$ cat config.mk
export PLATFORM = sky130hd
export DESIGN_NAME = llc_fifo
export DESIGN_NICKNAME = d
export VERILOG_FILES = /design/src/rtl/llc_cfg_pkg.sv /design/src/rtl/llc_fifo.sv
export VERILOG_INCLUDE_DIRS = /design/src /design/src/rtl
export SDC_FILE = /design/constraint.sdc
export NUM_CORES = 1
export LEC_CHECK = 0
export BUFFER_PORTS_ARGS = -buffer_cell sky130_fd_sc_hd__clkbuf_2
export CORE_ASPECT_RATIO = 1.25
export CORE_MARGIN = 4
export CORE_UTILIZATION = 36
export CTS_CLUSTER_SIZE = 14
export DETAILED_ROUTE_END_ITERATION = 10
export HOLD_SLACK_MARGIN = 0.02
export PLACE_DENSITY = 0.68
export SLEW_MARGIN = 20
export SYNTH_ARGS = -nofsm -noshare
export SYNTH_HDL_FRONTEND = slang
export SYNTH_SLANG_ARGS = --single-unit
export TNS_END_PERCENT = 10
$ cat constraint.sdc
create_clock -name clk -period 5.25 [get_ports clk]
set_clock_uncertainty 0.15 [all_clocks]
set_input_delay 0.525 -clock clk [delete_from_list [all_inputs] [get_ports clk]]
set_output_delay 0.525 -clock clk [all_outputs]
set_load 0.02 [all_outputs]
$ cat src/rtl/llc_defines.svh
// cache geometry and queue depth macros

`ifndef LLC_DEFINES_SVH
`define LLC_DEFINES_SVH

// associativity
`define LLC_WAYS 4

// set index width, 16 sets
`define LLC_SET_BITS 4

// line address width
`define LLC_ADDR_BITS 16

// one line of data
`define LLC_LINE_BITS 64

// entries between decoder and process
`define LLC_FIFO_DEPTH 2

`endif

$ cat src/rtl/llc_cfg_pkg.sv
// cache geometry types: set, tag, way, address, line and line state

`include "llc_defines.svh"

package llc_cfg_pkg;

    localparam int WAY_BITS = $clog2(`LLC_WAYS);
    localparam int TAG_BITS = `LLC_ADDR_BITS - `LLC_SET_BITS;

    typedef logic [`LLC_SET_BITS-1:0] llc_set_t;
    typedef logic [TAG_BITS-1:0] llc_tag_t;
    typedef logic [WAY_BITS-1:0] llc_way_t;

    // address is {tag, set}
    typedef logic [`LLC_ADDR_BITS-1:0] line_addr_t;
    typedef logic [`LLC_LINE_BITS-1:0] line_t;

    // per-way state bits
    typedef struct packed {
        logic valid;
        logic dirty;
    } llc_state_t;

endpackage

$ cat src/rtl/llc_fifo.sv
// circular buffer fifo with a type-parameterized payload

`timescale 1ns/1ps

module llc_fifo #(
    parameter type dtype = llc_cfg_pkg::line_t,
    parameter int DEPTH = 2
) (
    input  logic clk,
    input  logic rst,
    input  logic push_i,
    input  dtype data_i,
    input  logic pop_i,
    output dtype data_o,
    output logic full_o,
    output logic empty_o
);

    localparam int PTR_W = (DEPTH > 1) ? $clog2(DEPTH) : 1;
    localparam int CNT_W = $clog2(DEPTH + 1);

    dtype mem_q [DEPTH];
    logic [PTR_W-1:0] wr_ptr_q;
    logic [PTR_W-1:0] rd_ptr_q;
    logic [CNT_W-1:0] count_q;
    logic do_push;
    logic do_pop;

    function automatic logic [PTR_W-1:0] ptr_inc(input logic [PTR_W-1:0] p);
        return (p == PTR_W'(DEPTH - 1)) ? '0 : p + 1'b1;
    endfunction

    assign full_o = (count_q == CNT_W'(DEPTH));
    assign empty_o = (count_q == '0);
    assign do_push = push_i && !full_o;
    assign do_pop = pop_i && !empty_o;

    // head entry is visible without a pop
    assign data_o = mem_q[rd_ptr_q];

    always_ff @(posedge clk or negedge rst) begin
        if (!rst) begin
            wr_ptr_q <= '0;
            rd_ptr_q <= '0;
            count_q <= '0;
        end else begin
            if (do_push) begin
                wr_ptr_q <= ptr_inc(wr_ptr_q);
            end
            if (do_pop) begin
                rd_ptr_q <= ptr_inc(rd_ptr_q);
            end
            case ({do_push, do_pop})
                2'b10: count_q <= count_q + 1'b1;
                2'b01: count_q <= count_q - 1'b1;
                default: count_q <= count_q;
            endcase
        end
    end

    always_ff @(posedge clk) begin
        if (do_push) begin
            mem_q[wr_ptr_q] <= data_i;
        end
    end

    a_no_push_full: assert property (@(posedge clk) disable iff (!rst) !(push_i && full_o));
    a_no_pop_empty: assert property (@(posedge clk) disable iff (!rst) !(pop_i && empty_o));

endmodule

==> impl_metrics.json <==
{
  "status": "complete, no violations",
  "wl_per_cell_um": 15.8,
  "grt_first_pass_wirelength_um": 13500,
  "drtAntennaViolNets": 0,
  "seq_power_share_pct": 40.8,
  "gp_congestion": 0.659,
  "dp_slack_ns": 2.61,
  "criticalPathCategory": "reg -> out",
  "ys_top_cells_by_area": "edfxtp_1, mux2_4, mux2_2",
  "nNetsFinal": 435,
  "yosys.area.top_type": "edfxtp_1",
  "syn-num-nets": 286,
  "synth_common_cells": "edfxtp_1, mux2_4, mux2_2",
  "insertion_delay_ns": 0.40,
  "numCtsBuffers": 17,
  "rows": 48,
  "critPathBufInv": 2,
  "yosys_most_used_dff": "edfxtp_1",
  "peakVddDrop_uv": 501,
  "postCtsSetupBuffers": 0,
  "drcViolationCount": 0,
  "highest_layer": "met4",
  "critPathRequiredTime_ns": 4.58,
  "power_frac_comb_pct": 32.1,
  "drv_cap": 0,
  "placed_area_um2": 5860,
  "slowest_stage": "dfrtp_4",
  "fin_area_um2": 6420,
  "fmax_mhz": 364,
  "seq_area_frac_synth_pct": 78.6,
  "multi_input_area_um2": 1010,
  "first_global_vias": 2710,
  "p_sw_share_pct": 31.4,
  "met3_length_um": 588,
  "drt_iter0_drc": 77,
  "crit_arrival_ns": 2.07,
  "fp.dieW_um": 114,
  "timing.final.crit_share_pct": 52.3,
  "cts_sinks": 132,
  "viasPerCell": 4.41,
  "core-area_um2": 13800,
  "internal_power_uw": 2650,
  "whs_ns": 0.168,
  "p_per_area_nw_per_um2": 601,
  "synth_edf_count": 128,
  "post_cts_resized": 0,
  "vias": 2444,
  "clockBufferDepth": 2,
  "antenna_found_initial": 0,
  "rsz0062_at_grt": "no",
  "ys.warnings.count": 0,
  "drive_gt1_share_pct": 60.4,
  "area_growth_pct": 28.0,
  "track_usage_pct": 11.3,
  "portBuffers": 133,
  "die_height_um": 140,
  "final.setup.worst_slack_ns": 2.51,
  "crit_chain": "buf_16 -> mux2_2 -> clkbuf_2",
  "synth-seq-cells": 132,
  "finalSetupTns_ns": 0,
  "avgSynthCellArea_um2": 23.1,
  "start_util_pct": 36.5,
  "start_kind": "flip-flop",
  "htreeDepth": 4,
  "tritoncts": "built",
  "worstMarginPinSlew_ns": 0.926,
  "insertedDiodeCount": 0,
  "fill_cells": 1184,
  "met2WireLength_um": 4560,
  "grt_start_max_net_pins": 66,
  "p_total_uw": 3860,
  "hpwlAfterDp_um": 5810,
  "num_io_pins": 134,
  "netlist_area_um2": 5020,
  "yosysUniqueCellTypes": 15,
  "grt_overflow": 0,
  "crit_path_max_incr_delay_ns": 0.80,
  "synth_top_area_share_pct": 76.6,
  "drt-met1-wl_um": 3490,
  "period_needed_ns": 2.74,
  "first_pass_iters": 4,
  "hold_class": "in -> reg",
  "path_delay_family": "flip-flops",
  "async_flop_share_pct": 3.03,
  "synth_most_common_cell": "edfxtp_1",
  "clkSlewWorstSetupHoldPaths_ns": 0.06,
  "seqCellArea_um2": 3950,
  "syn_inst": 217,
  "setup_viol_count_final": 0,
  "die_area_um2": 15900,
  "relSlewSlack_pct": 38.1,
  "drt_wl_total_um": 8750,
  "p_leak_uw": 0.00258,
  "path_max_fanout": 34,
  "power_switching_uw": 1210,
  "drv_slew": 0,
  "cp-end-kind": "output port",
  "root_buffer": "clkbuf_16",
  "clockPowerShare_pct": 27.1,
  "finalHoldViolCount": 0
}
cell usage in the layout (no fill, tap or decap), types with 3 or more instances in the layout:
cell type     n
clkinv_2      4
clkinvlp_4    4
xnor2_1       3
mux2_4       50
clkbuf_1      4
edfxtp_1    128
clkbuf_16    17
mux2_2       14
dfrtp_1       3
clkbuf_2    133
logic make-up after synthesis:
| kind of cell | synth area share (%) |
|---|---|
| multiplexers | 18.1 |
| AND/OR/NAND/NOR | 0.673 |
| buffers and inverters | 1.52 |
| XOR/XNOR | 0.873 |
| flip-flops | 78.6 |
| adder cells (fa/ha/maj) | 0.249 |
area by class of cell:
class | count | area share (%)
clock buffer | 21 | 6.86
clock inverter | 11 | 1.36
inverter | 1 | 0.0584
multi-input combinational | 77 | 15.7
sequential | 132 | 61.5
tap | 175 | 3.41
timing repair buffer | 137 | 11.2
registers in the layout, summed over array words and instances (netlist names):
signal / cells
count_q: 2
rd_ptr_q: 1
wr_ptr_q: 1
mem_q: 128
stage by stage:
stage	instances	util, %
after CTS	553	46.5
after detailed placement	520	42.6
after global placement	520	42.6
after global routing	554	46.7
final	554	46.7
after floorplan	217	-
per-layer routing:
layer  vias to the layer above  track usage [%]
li1                       1156                -
met1                      1197             12.4
met2                        82             19.5
met3                         9             3.93
met4                         0             5.13
met5                         -                0
power by group through the flow:
stage	Clock [µW]	Combinational [µW]	Sequential, µW
4_1_cts	1080	1190	1640
3_3_place_gp	0	1180	1650
2_1_floorplan	0	988	1530
5_1_grt	1140	1330	1600
3_5_place_dp	0	1190	1660
6_report	1050	1240	1570
path summary, 6_finish.rpt:
| kind | from | end | slack [ns] | cells after the start |
|---|---|---|---|---|
| min in group asynchronous | rst | count_q[1] | 0.32 | 2 |
| worst max register to register | count_q[0] | mem_q[0][29] | 2.71 | 4 |
| worst min-delay path | data_i[61] | mem_q[1][61] | 0.17 | 1 |
| max in group asynchronous | rst | rd_ptr_q | 4.48 | 2 |
| worst min register to register | count_q[1] | count_q[1] | 0.35 | 1 |
| worst max-delay path | rd_ptr_q | data_o[41] | 2.51 | 3 |
repair_timing:
action | in CTS | in global routing
hold buffers | 1 | 0
hold endpoints to repair | 4 | 0
setup endpoints to repair | 0 | 0
(Power assumes the default switching activity.)
