`config.mk`:
```
export PLATFORM = sky130hd
export DESIGN_NAME = llc_process
export DESIGN_NICKNAME = d
export VERILOG_FILES = /design/src/rtl/llc_cfg_pkg.sv /design/src/rtl/llc_msg_pkg.sv /design/src/rtl/llc_process.sv
export VERILOG_INCLUDE_DIRS = /design/src /design/src/rtl
export SDC_FILE = /design/constraint.sdc
export NUM_CORES = 1
export LEC_CHECK = 0
export ABC_AREA = 1
export BUFFER_PORTS_ARGS = -buffer_cell sky130_fd_sc_hd__buf_2
export CORE_AREA = 2 2 279 281
export DETAILED_ROUTE_END_ITERATION = 10
export DIE_AREA = 0 0 281 283
export PLACE_DENSITY = 0.35
export SETUP_SLACK_MARGIN = 0.02
export SLEW_MARGIN = 20
export SYNTH_ARGS = -nofsm -noshare
export SYNTH_HDL_FRONTEND = slang
export SYNTH_SLANG_ARGS = --single-unit
```
`constraint.sdc`:
```
create_clock -name clk -period 21.1 [get_ports clk]
set_clock_uncertainty 0.05 [all_clocks]
set_input_delay 2.11 -clock clk [delete_from_list [all_inputs] [get_ports clk]]
set_output_delay 2.11 -clock clk [all_outputs]
set_load 0.02 [all_outputs]
```
`src/rtl/llc_defines.svh`:
```
// cache geometry and queue depth macros

`ifndef LLC_DEFINES_SVH
`define LLC_DEFINES_SVH

// associativity
`define LLC_WAYS 4

// set index width, 16 sets
`define LLC_SET_BITS 4

// line address width
`define LLC_ADDR_BITS 16

// one line of data
`define LLC_LINE_BITS 64

// entries between decoder and process
`define LLC_FIFO_DEPTH 2

`endif

```
`src/rtl/llc_cfg_pkg.sv`:
```
// cache geometry types: set, tag, way, address, line and line state

`include "llc_defines.svh"

package llc_cfg_pkg;

    localparam int WAY_BITS = $clog2(`LLC_WAYS);
    localparam int TAG_BITS = `LLC_ADDR_BITS - `LLC_SET_BITS;

    typedef logic [`LLC_SET_BITS-1:0] llc_set_t;
    typedef logic [TAG_BITS-1:0] llc_tag_t;
    typedef logic [WAY_BITS-1:0] llc_way_t;

    // address is {tag, set}
    typedef logic [`LLC_ADDR_BITS-1:0] line_addr_t;
    typedef logic [`LLC_LINE_BITS-1:0] line_t;

    // per-way state bits
    typedef struct packed {
        logic valid;
        logic dirty;
    } llc_state_t;

endpackage

```
`src/rtl/llc_msg_pkg.sv`:
```
// channel messages and pipeline packets

package llc_msg_pkg;

    // request channel, full-line read or write
    typedef struct packed {
        logic write;
        llc_cfg_pkg::line_addr_t addr;
        llc_cfg_pkg::line_t line;
    } llc_req_t;

    typedef struct packed {
        llc_cfg_pkg::line_addr_t addr;
        llc_cfg_pkg::line_t line;
    } llc_rsp_t;

    // write set for writebacks, clear for fills
    typedef struct packed {
        logic write;
        llc_cfg_pkg::line_addr_t addr;
        llc_cfg_pkg::line_t line;
    } llc_mem_req_t;

    typedef struct packed {
        llc_cfg_pkg::line_t line;
    } llc_mem_rsp_t;

    // decoder fifo entry
    typedef struct packed {
        logic write;
        llc_cfg_pkg::llc_set_t set;
        llc_cfg_pkg::llc_tag_t tag;
        llc_cfg_pkg::line_t line;
    } llc_dec_pkt_t;

    // process to update hand-off
    typedef struct packed {
        llc_cfg_pkg::llc_set_t set;
        llc_cfg_pkg::llc_way_t way;
        llc_cfg_pkg::llc_tag_t tag;
        llc_cfg_pkg::line_t line;
        llc_cfg_pkg::llc_state_t state;
        logic evict_adv;
        llc_cfg_pkg::llc_way_t evict_way;
        llc_cfg_pkg::line_t rsp_line;
        llc_cfg_pkg::line_addr_t rsp_addr;
    } llc_upd_pkt_t;

endpackage

```
`src/rtl/llc_process.sv`:
```
// hit/miss decision, victim choice and the memory fill/writeback sequencer

`timescale 1ns/1ps
`include "llc_defines.svh"

module llc_process (
    input  logic                          clk,
    input  logic                          rst,
    input  logic                          fifo_empty_i,
    input  llc_msg_pkg::llc_dec_pkt_t     pkt_i,
    output logic                          pop_o,
    output logic                          rd_en_o,
    output llc_cfg_pkg::llc_set_t         rd_set_o,
    input  llc_cfg_pkg::llc_tag_t         rd_tags_i [`LLC_WAYS],
    input  llc_cfg_pkg::llc_state_t       rd_states_i [`LLC_WAYS],
    input  llc_cfg_pkg::line_t            rd_lines_i [`LLC_WAYS],
    input  llc_cfg_pkg::llc_way_t         rd_evict_way_i,
    output logic                          mem_req_valid_o,
    output llc_msg_pkg::llc_mem_req_t     mem_req_o,
    input  logic                          mem_req_ready_i,
    input  logic                          mem_rsp_valid_i,
    input  llc_msg_pkg::llc_mem_rsp_t     mem_rsp_i,
    output logic                          mem_rsp_ready_o,
    output logic                          upd_valid_o,
    output llc_msg_pkg::llc_upd_pkt_t     upd_o,
    input  logic                          upd_done_i
);

    typedef enum logic [2:0] {
        S_IDLE,
        S_LOOKUP,
        S_WB,
        S_FILL,
        S_HAND,
        S_WAIT
    } state_t;

    state_t state_q, state_d;
    logic fill_sent_q;
    logic mem_req_fire;
    logic mem_rsp_fire;

    llc_msg_pkg::llc_dec_pkt_t pkt_q;
    llc_cfg_pkg::llc_way_t way_q;
    llc_cfg_pkg::llc_tag_t vic_tag_q;
    llc_cfg_pkg::llc_state_t old_state_q;
    llc_cfg_pkg::line_t line_q;
    llc_cfg_pkg::llc_way_t evict_q;
    logic hit_q;
    logic adv_q;

    // lookup results
    logic hit;
    logic has_inv;
    llc_cfg_pkg::llc_way_t hit_way;
    llc_cfg_pkg::llc_way_t inv_way;
    llc_cfg_pkg::llc_way_t way_sel;
    logic need_wb;

    assign pop_o = (state_q == S_IDLE) && !fifo_empty_i;
    assign rd_en_o = pop_o;
    assign rd_set_o = pkt_i.set;

    // descending scan leaves the lowest matching way
    always_comb begin
        hit = 1'b0;
        has_inv = 1'b0;
        hit_way = '0;
        inv_way = '0;
        for (int w = `LLC_WAYS - 1; w >= 0; w--) begin
            if (rd_states_i[w].valid && rd_tags_i[w] == pkt_q.tag) begin
                hit = 1'b1;
                hit_way = llc_cfg_pkg::llc_way_t'(w);
            end
            if (!rd_states_i[w].valid) begin
                has_inv = 1'b1;
                inv_way = llc_cfg_pkg::llc_way_t'(w);
            end
        end
        way_sel = hit ? hit_way : (has_inv ? inv_way : rd_evict_way_i);
        need_wb = !hit && rd_states_i[way_sel].valid && rd_states_i[way_sel].dirty;
    end

    assign mem_req_valid_o = (state_q == S_WB) || (state_q == S_FILL && !fill_sent_q);
    assign mem_rsp_ready_o = (state_q == S_FILL) && fill_sent_q;
    assign mem_req_fire = mem_req_valid_o && mem_req_ready_i;
    assign mem_rsp_fire = mem_rsp_valid_i && mem_rsp_ready_o;
    assign upd_valid_o = (state_q == S_HAND);

    // writeback of the victim, or a fill for the requested line
    always_comb begin
        if (state_q == S_WB) begin
            mem_req_o.write = 1'b1;
            mem_req_o.addr = {vic_tag_q, pkt_q.set};
            mem_req_o.line = line_q;
        end else begin
            mem_req_o.write = 1'b0;
            mem_req_o.addr = {pkt_q.tag, pkt_q.set};
            mem_req_o.line = '0;
        end
    end

    always_comb begin
        state_d = state_q;
        case (state_q)
            S_IDLE: if (pop_o) state_d = S_LOOKUP;
            S_LOOKUP: begin
                if (need_wb) begin
                    state_d = S_WB;
                end else if (hit || pkt_q.write) begin
                    state_d = S_HAND;
                end else begin
                    state_d = S_FILL;
                end
            end
            S_WB: if (mem_req_fire) state_d = pkt_q.write ? S_HAND : S_FILL;
            S_FILL: if (mem_rsp_fire) state_d = S_HAND;
            S_HAND: state_d = S_WAIT;
            S_WAIT: if (upd_done_i) state_d = S_IDLE;
            default: state_d = S_IDLE;
        endcase
    end

    always_ff @(posedge clk or negedge rst) begin
        if (!rst) begin
            state_q <= S_IDLE;
            fill_sent_q <= 1'b0;
        end else begin
            state_q <= state_d;
            if (state_q == S_FILL && mem_req_fire) begin
                fill_sent_q <= 1'b1;
            end else if (mem_rsp_fire) begin
                fill_sent_q <= 1'b0;
            end
        end
    end

    always_ff @(posedge clk) begin
        if (pop_o) begin
            pkt_q <= pkt_i;
        end
        if (state_q == S_LOOKUP) begin
            hit_q <= hit;
            way_q <= way_sel;
            vic_tag_q <= rd_tags_i[way_sel];
            old_state_q <= rd_states_i[way_sel];
            line_q <= rd_lines_i[way_sel];
            evict_q <= rd_evict_way_i;
            adv_q <= !hit && !has_inv;
        end
        if (mem_rsp_fire) begin
            line_q <= mem_rsp_i.line;
        end
    end

    // writes go in dirty, hits keep their dirty bit, fills go in clean
    always_comb begin
        upd_o.set = pkt_q.set;
        upd_o.way = way_q;
        upd_o.tag = pkt_q.tag;
        upd_o.line = pkt_q.write ? pkt_q.line : line_q;
        upd_o.state.valid = 1'b1;
        upd_o.state.dirty = pkt_q.write || (hit_q && old_state_q.dirty);
        upd_o.evict_adv = adv_q;
        upd_o.evict_way = evict_q;
        upd_o.rsp_line = upd_o.line;
        upd_o.rsp_addr = {pkt_q.tag, pkt_q.set};
    end

    a_mem_req_stable: assert property (@(posedge clk) disable iff (!rst)
        mem_req_valid_o && !mem_req_ready_i |=> mem_req_valid_o && $stable(mem_req_o));

endmodule

```
==> flow_metrics.py <==
metrics = {
    "outcome": {
        "status": "finished, final reports clean",
    },
    "floorplanning": {
        "rows": 102,
        "die_area_um2": 79520,
        "pin_count": 722,
        "initial_core_util_pct": 15.07,
        "coreArea_um2": 76700,
        "die_w_um": 281,
        "fp.dieH_um": 283,
    },
    "cts": {
        "clockBufferDepth": 2,
        "cts_max_level": 4,
        "ctsResizeCount": 0,
        "cts_buffers": 17,
        "cts.sinks": 168,
        "clkTransAtPathRegs_ps": 80,
        "insertion_delay_ps": 480,
        "hold_buffers": 0,
        "cts_tree": "yes",
        "post_cts_buffers": 0,
        "clock_tree.root_cell": "clkbuf_16",
    },
    "detailed_routing": {
        "via_count": 12746,
        "dr.pass1.iters": 5,
        "wl_per_cell_um": 21.16,
        "drt_iter0_markers": 688,
        "ant_nets": 0,
        "drt-total-wl_mm": 66.54,
        "viasPerCell": 4.054,
        "drc": 0,
    },
    "run": {
        "maxCapViolations": 0,
    },
    "power": {
        "p_sw_uw": 759.9,
        "internal-power_uw": 863.2,
        "swShare_pct": 46.82,
        "seq_power_share_pct": 33.4,
        "p_leak_uw": 0.007520,
        "clkPwrFrac_pct": 20.4,
        "power.density_nw_per_um2": 101.7,
        "pwr-share-comb_pct": 46.2,
        "peakVddDrop_uv": 55.61,
    },
    "timing": {
        "worst_slew_pin_slew_ps": 1055,
        "final-hold-violation-count": 0,
        "relSlewSlack_pct": 28.90,
        "finalHoldWorstSlack_ps": 524.8,
        "slew_violations": 0,
        "period_needed_ps": 5267,
        "rsz0062_at_grt": "no",
        "tns_ps": 0,
        "finalCritPeriodShare_pct": 24.96,
        "max_clock_freq_ghz": 0.1899,
        "setup_viol": 0,
    },
    "logic_synthesis": {
        "synth_edf_count": 164,
        "synth_nets": 1990,
        "synth-main-ff-cell": "edfxtp_1",
        "synth_cell_types": 34,
        "yosysTopAreaCell": "edfxtp_1",
        "yosys-top-cells-area": "edfxtp_1 43%, nor2_1 10%, nand2_1 9.1%",
        "ys_seq_area_share_pct": 43.47,
        "ys_ff_latch": 168,
        "netlist.area_leader.share_pct": 42.60,
        "synth_cells": 1525,
        "ys_warn_count": 0,
        "syn_area_per_cell_um2": 7.580,
        "netlist_area_um2": 11560,
        "async_reset_ff_share_pct": 2.381,
    },
    "worst_setup_path": {
        "cp_max_fo": 79,
        "critPathCaptureType": "register",
        "crit_path_start_kind": "input pin",
        "worstSetupPathType": "in -> reg",
        "arrival_ps": 5450,
        "required_ps": 21280,
    },
    "global_route": {
        "top_usage_layer": "met2",
        "grt_usage_pct": 16.03,
        "antenna_found_initial": 33,
        "grt_use_met1_pct": 18.41,
        "grt_pass1_wl_mm": 90.85,
        "grt_pass1_vias": 12972,
        "use_met3_pct": 4.791,
        "grt_util_met2_pct": 28.22,
        "grt_max_degree": 80,
        "overflow": 0,
    },
    "placed_design": {
        "dpl_cell_area_um2": 15380,
        "io_buffer_count": 720,
        "dp_hpwl_mm": 52.46,
        "gp_congestion": 0.8717,
    },
    "cells_and_area": {
        "final_cell_mix": "720 x buf_2, 309 x nor2_1, 277 x nand2_1",
        "drive_above_1_share_pct": 38.82,
        "fin_area_um2": 15960,
        "fin_nets": 2550,
        "layout_commonest_cell": "buf_2",
        "area_delta_synth_final_pct": 38.09,
    },
    "min_path": {
        "hold_class": "reg -> reg",
    },
}
power groups by stage:
| stage | clock (uW) | combinational [uW] | sequential (uW) |
|---|---|---|---|
| 3_5_place_dp | 0 | 770 | 550 |
| 3_3_place_gp | 0 | 773 | 551 |
| 2_1_floorplan | 0 | 492 | 555 |
| 5_1_grt | 358 | 813 | 553 |
| 4_1_cts | 351 | 773 | 544 |
| 6_report | 330 | 751 | 542 |
synthesized netlist by cell type, types with 2 or more instances:
cell type,count
clkbuf_2,2
edfxtp_1,164
nand2_1,279
clkbuf_1,46
o21ai_0,153
or2_2,27
o211ai_1,66
o22ai_1,2
inv_1,131
nand4_1,5
buf_6,8
inv_2,11
or2_0,37
a21oi_1,14
buf_1,3
buf_2,23
buf_4,113
nor3_1,6
o21ai_1,15
nor2_1,309
xnor2_1,4
dfrtp_1,4
a31oi_1,75
nand3_1,18
logic make-up (layout without fill, tap and decap cells):
kind of cell | after synthesis | in the layout | share of synthesized area (%)
simple gates | 687 | 687 | 24.25
buf+inv | 337 | 909 | 15.40
compound gates | 328 | 328 | 16.55
flops | 168 | 168 | 43.47
xor+xnor | 4 | 4 | 0.3030
other cells | 1 | 8 | 0.03244
state kept, by name, indices dropped and copies added (netlist names):
register	count
adv_q	1
evict_q	2
fill_sent_q	1
hit_q	1
line_q	64
old_state_q	1
pkt_q	65
state_q	3
upd_o	16
vic_tag_q	12
way_q	2
critical path, stage by stage:
cell and delay (ps):
buf_2 140, inv_1 50, nand2_1 120, o21ai_0 110
nor2_1 100, nand2_1 60, nor2_1 100, nand2_1 80
a21oi_2 250, nand2_4 220, inv_6 540, buf_4 740
nor2_1 90, nor2_1 100, o21ai_0 170, a31oi_1 420
worst paths after layout:
| check | from | cells after the start | slack [ps] | end |
|---|---|---|---|---|
| setup / recovery | rd_tags_i[29] | 16 | 15830 | line_q[47]$_DFFE_PP_ |
| hold / removal | fill_sent_q$_DFFE_PN0P_ | 2 | 520 | fill_sent_q$_DFFE_PN0P_ |
| setup reg to reg | upd_o[9]$_DFFE_PP_ | 15 | 16810 | line_q[47]$_DFFE_PP_ |
| hold reg to reg | fill_sent_q$_DFFE_PN0P_ | 2 | 520 | fill_sent_q$_DFFE_PN0P_ |
| max in group asynchronous | rst | 1 | 19510 | state_q[1]$_DFFE_PN0P_ |
| min in group asynchronous | rst | 1 | 1370 | fill_sent_q$_DFFE_PN0P_ |
through the flow:
| stage | setup slack (ps) | total power [uW] | cells | utilization [%] |
|---|---|---|---|---|
| 2_1_floorplan | 7612 | 1047 | 1525 | - |
| 3_3_place_gp | 15290 | 1324 | 3106 | 20.05 |
| 3_5_place_dp | 15230 | 1320 | 3106 | 20.05 |
| 4_1_cts | 15740 | 1668 | 3137 | 20.79 |
| 5_1_grt | 15600 | 1724 | 3139 | 20.80 |
| 6_report | 15830 | 1623 | 3144 | 20.81 |
cell type report:
cell class	count	area, um2
fillers	8833	60740
well taps	1040	1301
repair buffers	736	3724
clock inverters	14	143.9
diodes	7	17.52
multi-input cells	1020	4787
clock buffers	17	425.4
inverters	142	539.3
flip-flops and latches	168	5025
layer usage:
| metal | wire, um | up-vias |
|---|---|---|
| li1 | - | 6066 |
| met1 | 26070 | 5999 |
| met2 | 33000 | 569 |
| met3 | 5703 | 88 |
| met4 | 1623 | 24 |
| met5 | 148 | - |
No activity file was read; power rests on OpenSTA's default activity.
