===== src/rtl/llc_defines.svh =====
// cache geometry and queue depth macros

`ifndef LLC_DEFINES_SVH
`define LLC_DEFINES_SVH

// associativity
`define LLC_WAYS 4

// set index width, 16 sets
`define LLC_SET_BITS 4

// line address width
`define LLC_ADDR_BITS 16

// one line of data
`define LLC_LINE_BITS 64

// entries between decoder and process
`define LLC_FIFO_DEPTH 2

`endif


===== src/rtl/llc_cfg_pkg.sv =====
// cache geometry types: set, tag, way, address, line and line state

`include "llc_defines.svh"

package llc_cfg_pkg;

    localparam int WAY_BITS = $clog2(`LLC_WAYS);
    localparam int TAG_BITS = `LLC_ADDR_BITS - `LLC_SET_BITS;

    typedef logic [`LLC_SET_BITS-1:0] llc_set_t;
    typedef logic [TAG_BITS-1:0] llc_tag_t;
    typedef logic [WAY_BITS-1:0] llc_way_t;

    // address is {tag, set}
    typedef logic [`LLC_ADDR_BITS-1:0] line_addr_t;
    typedef logic [`LLC_LINE_BITS-1:0] line_t;

    // per-way state bits
    typedef struct packed {
        logic valid;
        logic dirty;
    } llc_state_t;

endpackage


===== src/rtl/llc_msg_pkg.sv =====
// channel messages and pipeline packets

package llc_msg_pkg;

    // request channel, full-line read or write
    typedef struct packed {
        logic write;
        llc_cfg_pkg::line_addr_t addr;
        llc_cfg_pkg::line_t line;
    } llc_req_t;

    typedef struct packed {
        llc_cfg_pkg::line_addr_t addr;
        llc_cfg_pkg::line_t line;
    } llc_rsp_t;

    // write set for writebacks, clear for fills
    typedef struct packed {
        logic write;
        llc_cfg_pkg::line_addr_t addr;
        llc_cfg_pkg::line_t line;
    } llc_mem_req_t;

    typedef struct packed {
        llc_cfg_pkg::line_t line;
    } llc_mem_rsp_t;

    // decoder fifo entry
    typedef struct packed {
        logic write;
        llc_cfg_pkg::llc_set_t set;
        llc_cfg_pkg::llc_tag_t tag;
        llc_cfg_pkg::line_t line;
    } llc_dec_pkt_t;

    // process to update hand-off
    typedef struct packed {
        llc_cfg_pkg::llc_set_t set;
        llc_cfg_pkg::llc_way_t way;
        llc_cfg_pkg::llc_tag_t tag;
        llc_cfg_pkg::line_t line;
        llc_cfg_pkg::llc_state_t state;
        logic evict_adv;
        llc_cfg_pkg::llc_way_t evict_way;
        llc_cfg_pkg::line_t rsp_line;
        llc_cfg_pkg::line_addr_t rsp_addr;
    } llc_upd_pkt_t;

endpackage


===== src/rtl/llc_update.sv =====
// array write, evict pointer advance and response hold

`timescale 1ns/1ps

module llc_update (
    input  logic                       clk,
    input  logic                       rst,
    input  logic                       upd_valid_i,
    input  llc_msg_pkg::llc_upd_pkt_t  upd_i,
    output logic                       wr_en_o,
    output llc_cfg_pkg::llc_set_t      wr_set_o,
    output llc_cfg_pkg::llc_way_t      wr_way_o,
    output llc_cfg_pkg::llc_tag_t      wr_tag_o,
    output llc_cfg_pkg::llc_state_t    wr_state_o,
    output llc_cfg_pkg::line_t         wr_line_o,
    output llc_cfg_pkg::llc_way_t      wr_evict_way_o,
    output logic                       rsp_valid_o,
    output llc_msg_pkg::llc_rsp_t      rsp_o,
    input  logic                       rsp_ready_i,
    output logic                       upd_done_o
);

    llc_msg_pkg::llc_upd_pkt_t upd_q;
    logic wr_en_q;
    logic rsp_pending_q;

    always_ff @(posedge clk or negedge rst) begin
        if (!rst) begin
            wr_en_q <= 1'b0;
            rsp_pending_q <= 1'b0;
        end else begin
            wr_en_q <= upd_valid_i;
            if (upd_valid_i) begin
                rsp_pending_q <= 1'b1;
            end else if (rsp_ready_i) begin
                rsp_pending_q <= 1'b0;
            end
        end
    end

    always_ff @(posedge clk) begin
        if (upd_valid_i) begin
            upd_q <= upd_i;
        end
    end

    // single write cycle right after the hand-off
    assign wr_en_o = wr_en_q;
    assign wr_set_o = upd_q.set;
    assign wr_way_o = upd_q.way;
    assign wr_tag_o = upd_q.tag;
    assign wr_state_o = upd_q.state;
    assign wr_line_o = upd_q.line;

    // victim was the pointer, so the pointer moves past it
    assign wr_evict_way_o = upd_q.evict_adv ? upd_q.way + 1'b1 : upd_q.evict_way;

    assign rsp_valid_o = rsp_pending_q;
    assign rsp_o.addr = upd_q.rsp_addr;
    assign rsp_o.line = upd_q.rsp_line;
    assign upd_done_o = rsp_valid_o && rsp_ready_i;

    a_rsp_stable: assert property (@(posedge clk) disable iff (!rst)
        rsp_valid_o && !rsp_ready_i |=> rsp_valid_o && $stable(rsp_o));

endmodule


===== config.mk =====
export PLATFORM = sky130hd
export DESIGN_NAME = llc_update
export DESIGN_NICKNAME = d
export VERILOG_FILES = /design/src/rtl/llc_cfg_pkg.sv /design/src/rtl/llc_msg_pkg.sv /design/src/rtl/llc_update.sv
export VERILOG_INCLUDE_DIRS = /design/src /design/src/rtl
export SDC_FILE = /design/constraint.sdc
export NUM_CORES = 1
export LEC_CHECK = 0
export ABC_AREA = 1
export BUFFER_PORTS_ARGS = -buffer_cell sky130_fd_sc_hd__buf_4
export CORE_MARGIN = 8
export CORE_UTILIZATION = 30
export DETAILED_ROUTE_END_ITERATION = 6
export GPL_ROUTABILITY_DRIVEN = 0
export PLACE_DENSITY = 0.55
export SLEW_MARGIN = 10
export SYNTH_ARGS = -nofsm -noshare
export SYNTH_HDL_FRONTEND = slang
export SYNTH_SLANG_ARGS = --single-unit
export TNS_END_PERCENT = 1

===== constraint.sdc =====
create_clock -name clk -period 1.6 [get_ports clk]
set_input_delay 0.32 -clock clk [delete_from_list [all_inputs] [get_ports clk]]
set_output_delay 0.32 -clock clk [all_outputs]
set_load 0.01 [all_outputs]

==> results.yml, run 1 <==
drt:
  routed_wl_um: 15000
  drcViolationCount: 0
  vias: 3176
  viasPerCell: 3.80
  drtIter0Drc: 146
  wire_per_inst_um: 17.9
  final_antenna_net_count: 0
  dr.pass1.iters: 4
global_routing:
  antenna_found_initial: 0
  grt_max_degree: 56
  grt_pass1_vias: 3645
  grt_usage_pct: 11.1
  overflow: 0
  grt_pass1_wl_um: 21800
finish:
  n_antenna_cell: 0
  nFillCells: 1906
  layout-drive-gt1-share_pct: 66.8
  nets: 719
  final_util_pct: 41.7
  finalNonFillerCells: 836
  syn_to_final_growth_pct: 36.9
logic_synthesis:
  yosys-top-cells-area: "edfxtp_1 79%, buf_4 19%, dfrtp_1 0.79%, nand2_1 0.35%, inv_1 0.30%"
  synth-async-reset-ratio_pct: 1.18
  syn_inst: 347
  yosysMostFrequentCell: "edfxtp_1"
  synth_edf_count: 167
  syn_avg_cell_area_sq_um: 18.3
  ys_types: 8
  yosys_register_bits: 169
  yosysTopAreaCell: "edfxtp_1"
  yosysSeqAreaShare_pct: 79.7
  syn_area_sq_um: 6350
  synthFlopType: "edfxtp_1"
  ys_warn_count: 0
  synthTopCellsByCount: "167 x edfxtp_1, 164 x buf_4, 6 x nand2_1, 5 x inv_1, 2 x dfrtp_1"
  syn_nets: 518
  netlist.area_leader.share_pct: 78.9
pwr:
  power_w: 0.0107
  combPwrFrac_pct: 10.9
  p_per_area_nw_per_um2: 1230
  clock_power_share_pct: 38.9
  p_switching_w: 0.00227
  intPower_w: 0.00841
  vdd_ir_drop_max_mv: 0.641
  power_leakage_nw: 3.66
  seqPwrFrac_pct: 50.2
  switching_share_pct: 21.3
floorplanning:
  fp.dieW_um: 162
  rows: 53
  core_sq_um: 20900
  dieArea_sq_um: 26100
  initial_core_util_pct: 30.4
  ioPinCount: 340
  die_h_um: 162
placed_design:
  hpwl_um: 12100
  dp.cells: 803
  portBuffers: 339
sta:
  tns_ns: 0
  skew_ns: 0
  max_freq_ghz: 0.659
  hold_viol: 0
  min_period_ns: 1.52
  fin_crit_sh_pct: 94.8
  grt_setup_unrepaired: "yes"
  drv_slew: 0
  slew_headroom_pct: 80.5
  setup_viol: 0
  max_slew.worst_pin.slew_ns: 0.292
flow_run:
  maxCapViolations: 0
cts:
  tritoncts: "done"
  clk_pin_slew_ns: 0.07
  clock_sinks: 169
  cts-root-buf: "clkbuf_16"
  numCtsBuffers: 17
  clockBufferDepth: 2
  clock_latency_ns: 0.41
  postCtsSetupRepairBufs: 0
  cts_htree_levels: 4
worst_setup_path:
  cp-end-kind: "output port"
  worstPathRequired_ns: 1.28
  worst-endpoint-arrival_ns: 1.20
  crit_fanout: 4
  start_kind: "flip-flop"
  worst-setup-path-type: "reg -> out"
worst_hold_path:
  worst_hold_path_type: "in -> reg"
run_status:
  status: "completed"
-- placed cells by master (no fill, tap or decap), drive strengths merged --
| cell type | instances |
|---|---|
| clkinvlp | 4 |
| buf | 345 |
| o21ai | 1 |
| clkbuf | 20 |
| clkinv | 1 |
| dlygate4sd3 | 1 |
| bufinv | 3 |
| nand2 | 6 |
| inv | 9 |
| dfrtp | 2 |
| edfxtp | 167 |
| nand3 | 1 |
| o21bai | 1 |
-- through the flow --
stage	cell area [sq um]	hold slack (ns)	setup WS, ns
3_3_place_gp	8090	0.107	0.389
2_1_floorplan	6350	0.0244	0.575
3_5_place_dp	8090	0.107	0.374
5_1_grt	8700	0.0438	-0.0360
4_1_cts	8700	0.0504	0.0353
6_report	8700	0.0758	0.0833
-- cells by family after synthesis --
kind of cell	count (synthesis)	share of synthesized area (%)
flops	169	79.7
buf+inv	169	19.7
simple gates	7	0.433
compound gates	2	0.197
-- sequential cells by signal, indices dropped and copies added (netlist names) --
signal	cells
wr_set_o	4
upd_q	3
rsp_valid_o	1
rsp_o	80
wr_en_o	1
wr_state_o	2
wr_line_o	64
wr_tag_o	12
wr_way_o	2
-- repair_timing --
item / in CTS / in global routing
setup endpoints to repair: 0 / 2
gates resized for setup: 0 / 2
hold buffers: 1 / 0
hold endpoints to repair: 2 / 0
-- final cells by class --
type | instances | area, sq um | share of cell area [%]
clock inverters | 12 | 164 | 1.88
clock buffers | 20 | 437 | 5.02
well taps | 275 | 344 | 3.95
inverters | 5 | 18.8 | 0.216
multi-input cells | 9 | 40.0 | 0.460
flip-flops and latches | 169 | 5060 | 58.2
repair buffers | 346 | 2630 | 30.3
-- power by group through the flow --
stage / clock network (W) / logic, W / registers (W)
floorplan: 0 / 0.000641 / 0.00542
global placement: 0 / 0.00119 / 0.00545
detailed placement: 0 / 0.00119 / 0.00546
CTS: 0.00430 / 0.00120 / 0.00537
global route: 0.00446 / 0.00125 / 0.00539
finish: 0.00416 / 0.00117 / 0.00536
-- path summary, 6_finish.rpt --
check	start	endpoint	slack, ns	cells after the start
max	wr_way_o[0]$_DFFE_PP_	wr_evict_way_o[1]	0.08	5
min reg2reg	rsp_valid_o$_DFFE_PN0P_	rsp_valid_o$_DFFE_PN0P_	0.55	2
min	upd_i[4]	rsp_o[68]$_DFFE_PP_	0.08	1
min in group asynchronous	rst	rsp_valid_o$_DFFE_PN0P_	0.24	2
max reg2reg	rsp_valid_o$_DFFE_PN0P_	rsp_valid_o$_DFFE_PN0P_	0.97	2
max in group asynchronous	rst	wr_en_o$_DFF_PN0_	1.27	2
-- worst max-delay path, stage by stage (launching register included) --
cell	delay, ns
edfxtp_1	0.42
inv_1	0.08
nand2_1	0.05
nand3_1	0.06
nand2_1	0.06
buf_6	0.12
-- routing by layer --
layer	vias up	track usage, %	share of wire [%]
met2	194	19.1	52
met4	0	3.79	1.1
li1	1461	-	-
met1	1509	10.8	34
met5	-	0	0
met3	12	6.77	13
Power figures use the tool's default switching activity.
==> run 2, diff against run 1 <==
HOLD_SLACK_MARGIN = 0.1   (was default)
==> run 2 against run 1 <==
  * The flow now stops in clock tree synthesis (4_1_cts)
  * Synthesized area stayed put
  * Synthesized cell count unchanged
==> results.yml, run 2 <==
logic_synthesis:
  yosysTopAreaCell: "edfxtp_1"
  synth-async-reset-ratio_pct: 1.18
  synthFlopType: "edfxtp_1"
  synthTopCellsByCount: "167 x edfxtp_1, 164 x buf_4, 6 x nand2_1, 5 x inv_1, 2 x dfrtp_1"
  yosys-top-cells-area: "edfxtp_1 79%, buf_4 19%, dfrtp_1 0.79%, nand2_1 0.35%, inv_1 0.30%"
  yosysSeqAreaShare_pct: 79.7
  ys_types: 8
  syn_inst: 347
  ys_warn_count: 0
  syn_nets: 518
  yosys_register_bits: 169
  syn_avg_cell_area_sq_um: 18.3
  syn_area_sq_um: 6350
  synth_edf_count: 167
  netlist.area_leader.share_pct: 78.9
  yosysMostFrequentCell: "edfxtp_1"
cts:
  hold_buffers: 168
  numCtsBuffers: 17
  postCtsSetupRepairBufs: 0
  cts_htree_levels: 4
  cts-root-buf: "clkbuf_16"
  clockBufferDepth: 2
  ctsResizeCount: 0
  clock_sinks: 169
floorplanning:
  initial_core_util_pct: 30.4
  die_h_um: 162
  rows: 53
  ioPinCount: 340
  fp.dieW_um: 162
placed_design:
  dpl_cell_area_sq_um: 8090
  hpwl_um: 12100
  portBuffers: 339
run_status:
  status: "aborted with a tool error"
  stop_stage: "clock tree synthesis (4_1_cts)"
  error: "[ERROR RSZ-0060] Max buffer count reached."
[run 2: logic make-up after synthesis]
logic type	share of synthesized area, %
flops	79.7
buf+inv	19.7
simple gates	0.433
compound gates	0.197
[run 2: metrics by stage]
step / instances / setup WS (ns) / hold WS, ns
after detailed placement: 803 / 0.374 / 0.107
after floorplan: 347 / 0.575 / 0.0244
after global placement: 803 / 0.389 / 0.107
==> run 3, diff against run 2 <==
CORE_UTILIZATION = 20   (was 30)
HOLD_SLACK_MARGIN = default   (was 0.1)
PLACE_DENSITY = default   (was 0.55)
PLACE_DENSITY_LB_ADDON = 0.15   (was default)
==> run 3 against run 2 <==
  * The flow now finishes without violations
==> results.yml, run 3 (synthesized netlist as in run 1, its figures left out) <==
run_status:
  status: "completed"
global_routing:
  grt_pass1_wl_um: 24500
  antenna_found_initial: 2
  grt_usage_pct: 8.89
  grt_pass1_vias: 3719
  overflow: 0
  grt_max_degree: 65
worst_hold_path:
  hold_end: "wr_line_o[1]$_DFFE_PP_"
  hold_depth: 1
  holdCritStartpoint: "upd_i[86]"
  worst_hold_path_type: "in -> reg"
placed_design:
  portBuffers: 339
  hpwl_um: 13300
  dpl_cell_area_sq_um: 8250
worst_setup_path:
  cp-end-kind: "output port"
  worstPathRequired_ns: 1.28
  worst-setup-path-type: "reg -> out"
  worst-endpoint-arrival_ns: 1.22
  crit_fanout: 4
  r2r_start: "rsp_valid_o$_DFFE_PN0P_"
  rr_worst_depth: 2
  r2r-end: "rsp_valid_o$_DFFE_PN0P_"
  rrSetupSlack_ns: 0.98
  start_kind: "flip-flop"
sta:
  setup_viol: 0
  fin_crit_sh_pct: 96.1
  max_slew.worst_pin.slew_ns: 0.381
  tns_ns: 0
  max_freq_ghz: 0.650
  slew_headroom_pct: 74.6
  hold_viol: 0
  grt_setup_unrepaired: "yes"
  drv_slew: 0
  hold-worst-slack_ns: 0.0632
  skew_ns: 0
  min_period_ns: 1.54
finish:
  regArea_sq_um: 5060
  nFillCells: 3190
  mostFrequentLayoutCells: "342 x buf_4, 167 x edfxtp_1, 17 x clkbuf_16"
  multi_input_area_sq_um: 40.0
  design_area_sq_um: 8830
  syn_to_final_growth_pct: 38.9
  largest_register_ffs: 80
  final_common_cell: "buf_4"
  nets: 720
  layout-drive-gt1-share_pct: 66.5
cts:
  cts_htree_levels: 4
  numCtsBuffers: 17
  clockBufferDepth: 2
  tritoncts: "done"
  clock_sinks: 169
  cts-root-buf: "clkbuf_16"
  clock_latency_ns: 0.43
  clk_pin_slew_ns: 0.07
drt:
  drcViolationCount: 0
  final_antenna_net_count: 0
  drtIter0Drc: 117
  wire_per_inst_um: 17.3
  routed_wl_um: 16700
  dr.pass1.iters: 4
  vias: 3176
  viasPerCell: 3.29
floorplanning:
  core_sq_um: 31400
  die_h_um: 194
  rows: 65
  initial_core_util_pct: 20.2
  dieArea_sq_um: 37700
  fp.dieW_um: 194
  ioPinCount: 340
flow_run:
  maxCapViolations: 0
pwr:
  vdd_ir_drop_max_mv: 0.840
  p_per_area_nw_per_um2: 1190
  power_leakage_nw: 3.66
## run 3: power by group
part / internal [W] / total, W / switching (W)
clock: 0.00223 / 0.00394 / 0.00171
sequential: 0.00525 / 0.00536 / 0.000104
combinational: 0.000680 / 0.00118 / 0.000502
total: 0.00816 / 0.0105 / 0.00231
## run 3: layer usage
metal	global-route usage, %	part of all wire, %
met1	9.02	37
met2	14.9	52
met3	5.12	9.8
met4	3.54	1.5
met5	0	0
## run 3: worst max path at each step
stage	from	endpoint	slack (ns)	cells after the start
final	wr_way_o[0]$_DFFE_PP_	wr_evict_way_o[1]	0.06	5
after global routing	wr_way_o[0]$_DFFE_PP_	wr_evict_way_o[1]	-0.06	5
after CTS	wr_way_o[0]$_DFFE_PP_	wr_evict_way_o[1]	-0.007	5
after detailed placement	upd_valid_i	rsp_o[27]$_DFFE_PP_	0.31	2
after global placement	upd_valid_i	wr_line_o[62]$_DFFE_PP_	0.32	2
after floorplan	wr_way_o[0]$_DFFE_PP_	wr_evict_way_o[0]	0.57	1
## run 3: timing repair
action                                  4_1_cts  5_1_grt
hold buffers                                  1        0
hold endpoints to repair                      2        0
pin swaps                                     2        1
buffers inserted                              0        1
endpoints found under the setup margin        1        2
gates resized for setup                       1        0
## run 3: critical path, cell delays in order, from the launching register on
cell	delay (ns)
edfxtp_1	0.43
inv_1	0.08
nand2_1	0.04
nand3_1	0.06
nand2_1	0.07
buf_6	0.12
## run 3: area by class of cell
class                      instances  area share (%)
tap                              402            5.70
inverter                           5           0.213
multi-input combinational          9           0.453
antenna                            2          0.0567
clock inverter                    10            1.06
timing repair buffer             347            29.9
clock buffer                      22            5.26
sequential                       169            57.4
## run 3: metrics by stage
step / worst slack, ns / cells / util (%) / total power [W]
2_1_floorplan: 0.575 / 347 / - / 0.00606
3_3_place_gp: 0.323 / 930 / 26.3 / 0.00667
3_5_place_dp: 0.307 / 930 / 26.3 / 0.00667
4_1_cts: -0.00733 / 963 / 28.1 / 0.0107
5_1_grt: -0.0602 / 966 / 28.1 / 0.0110
6_report: 0.0623 / 966 / 28.1 / 0.0105
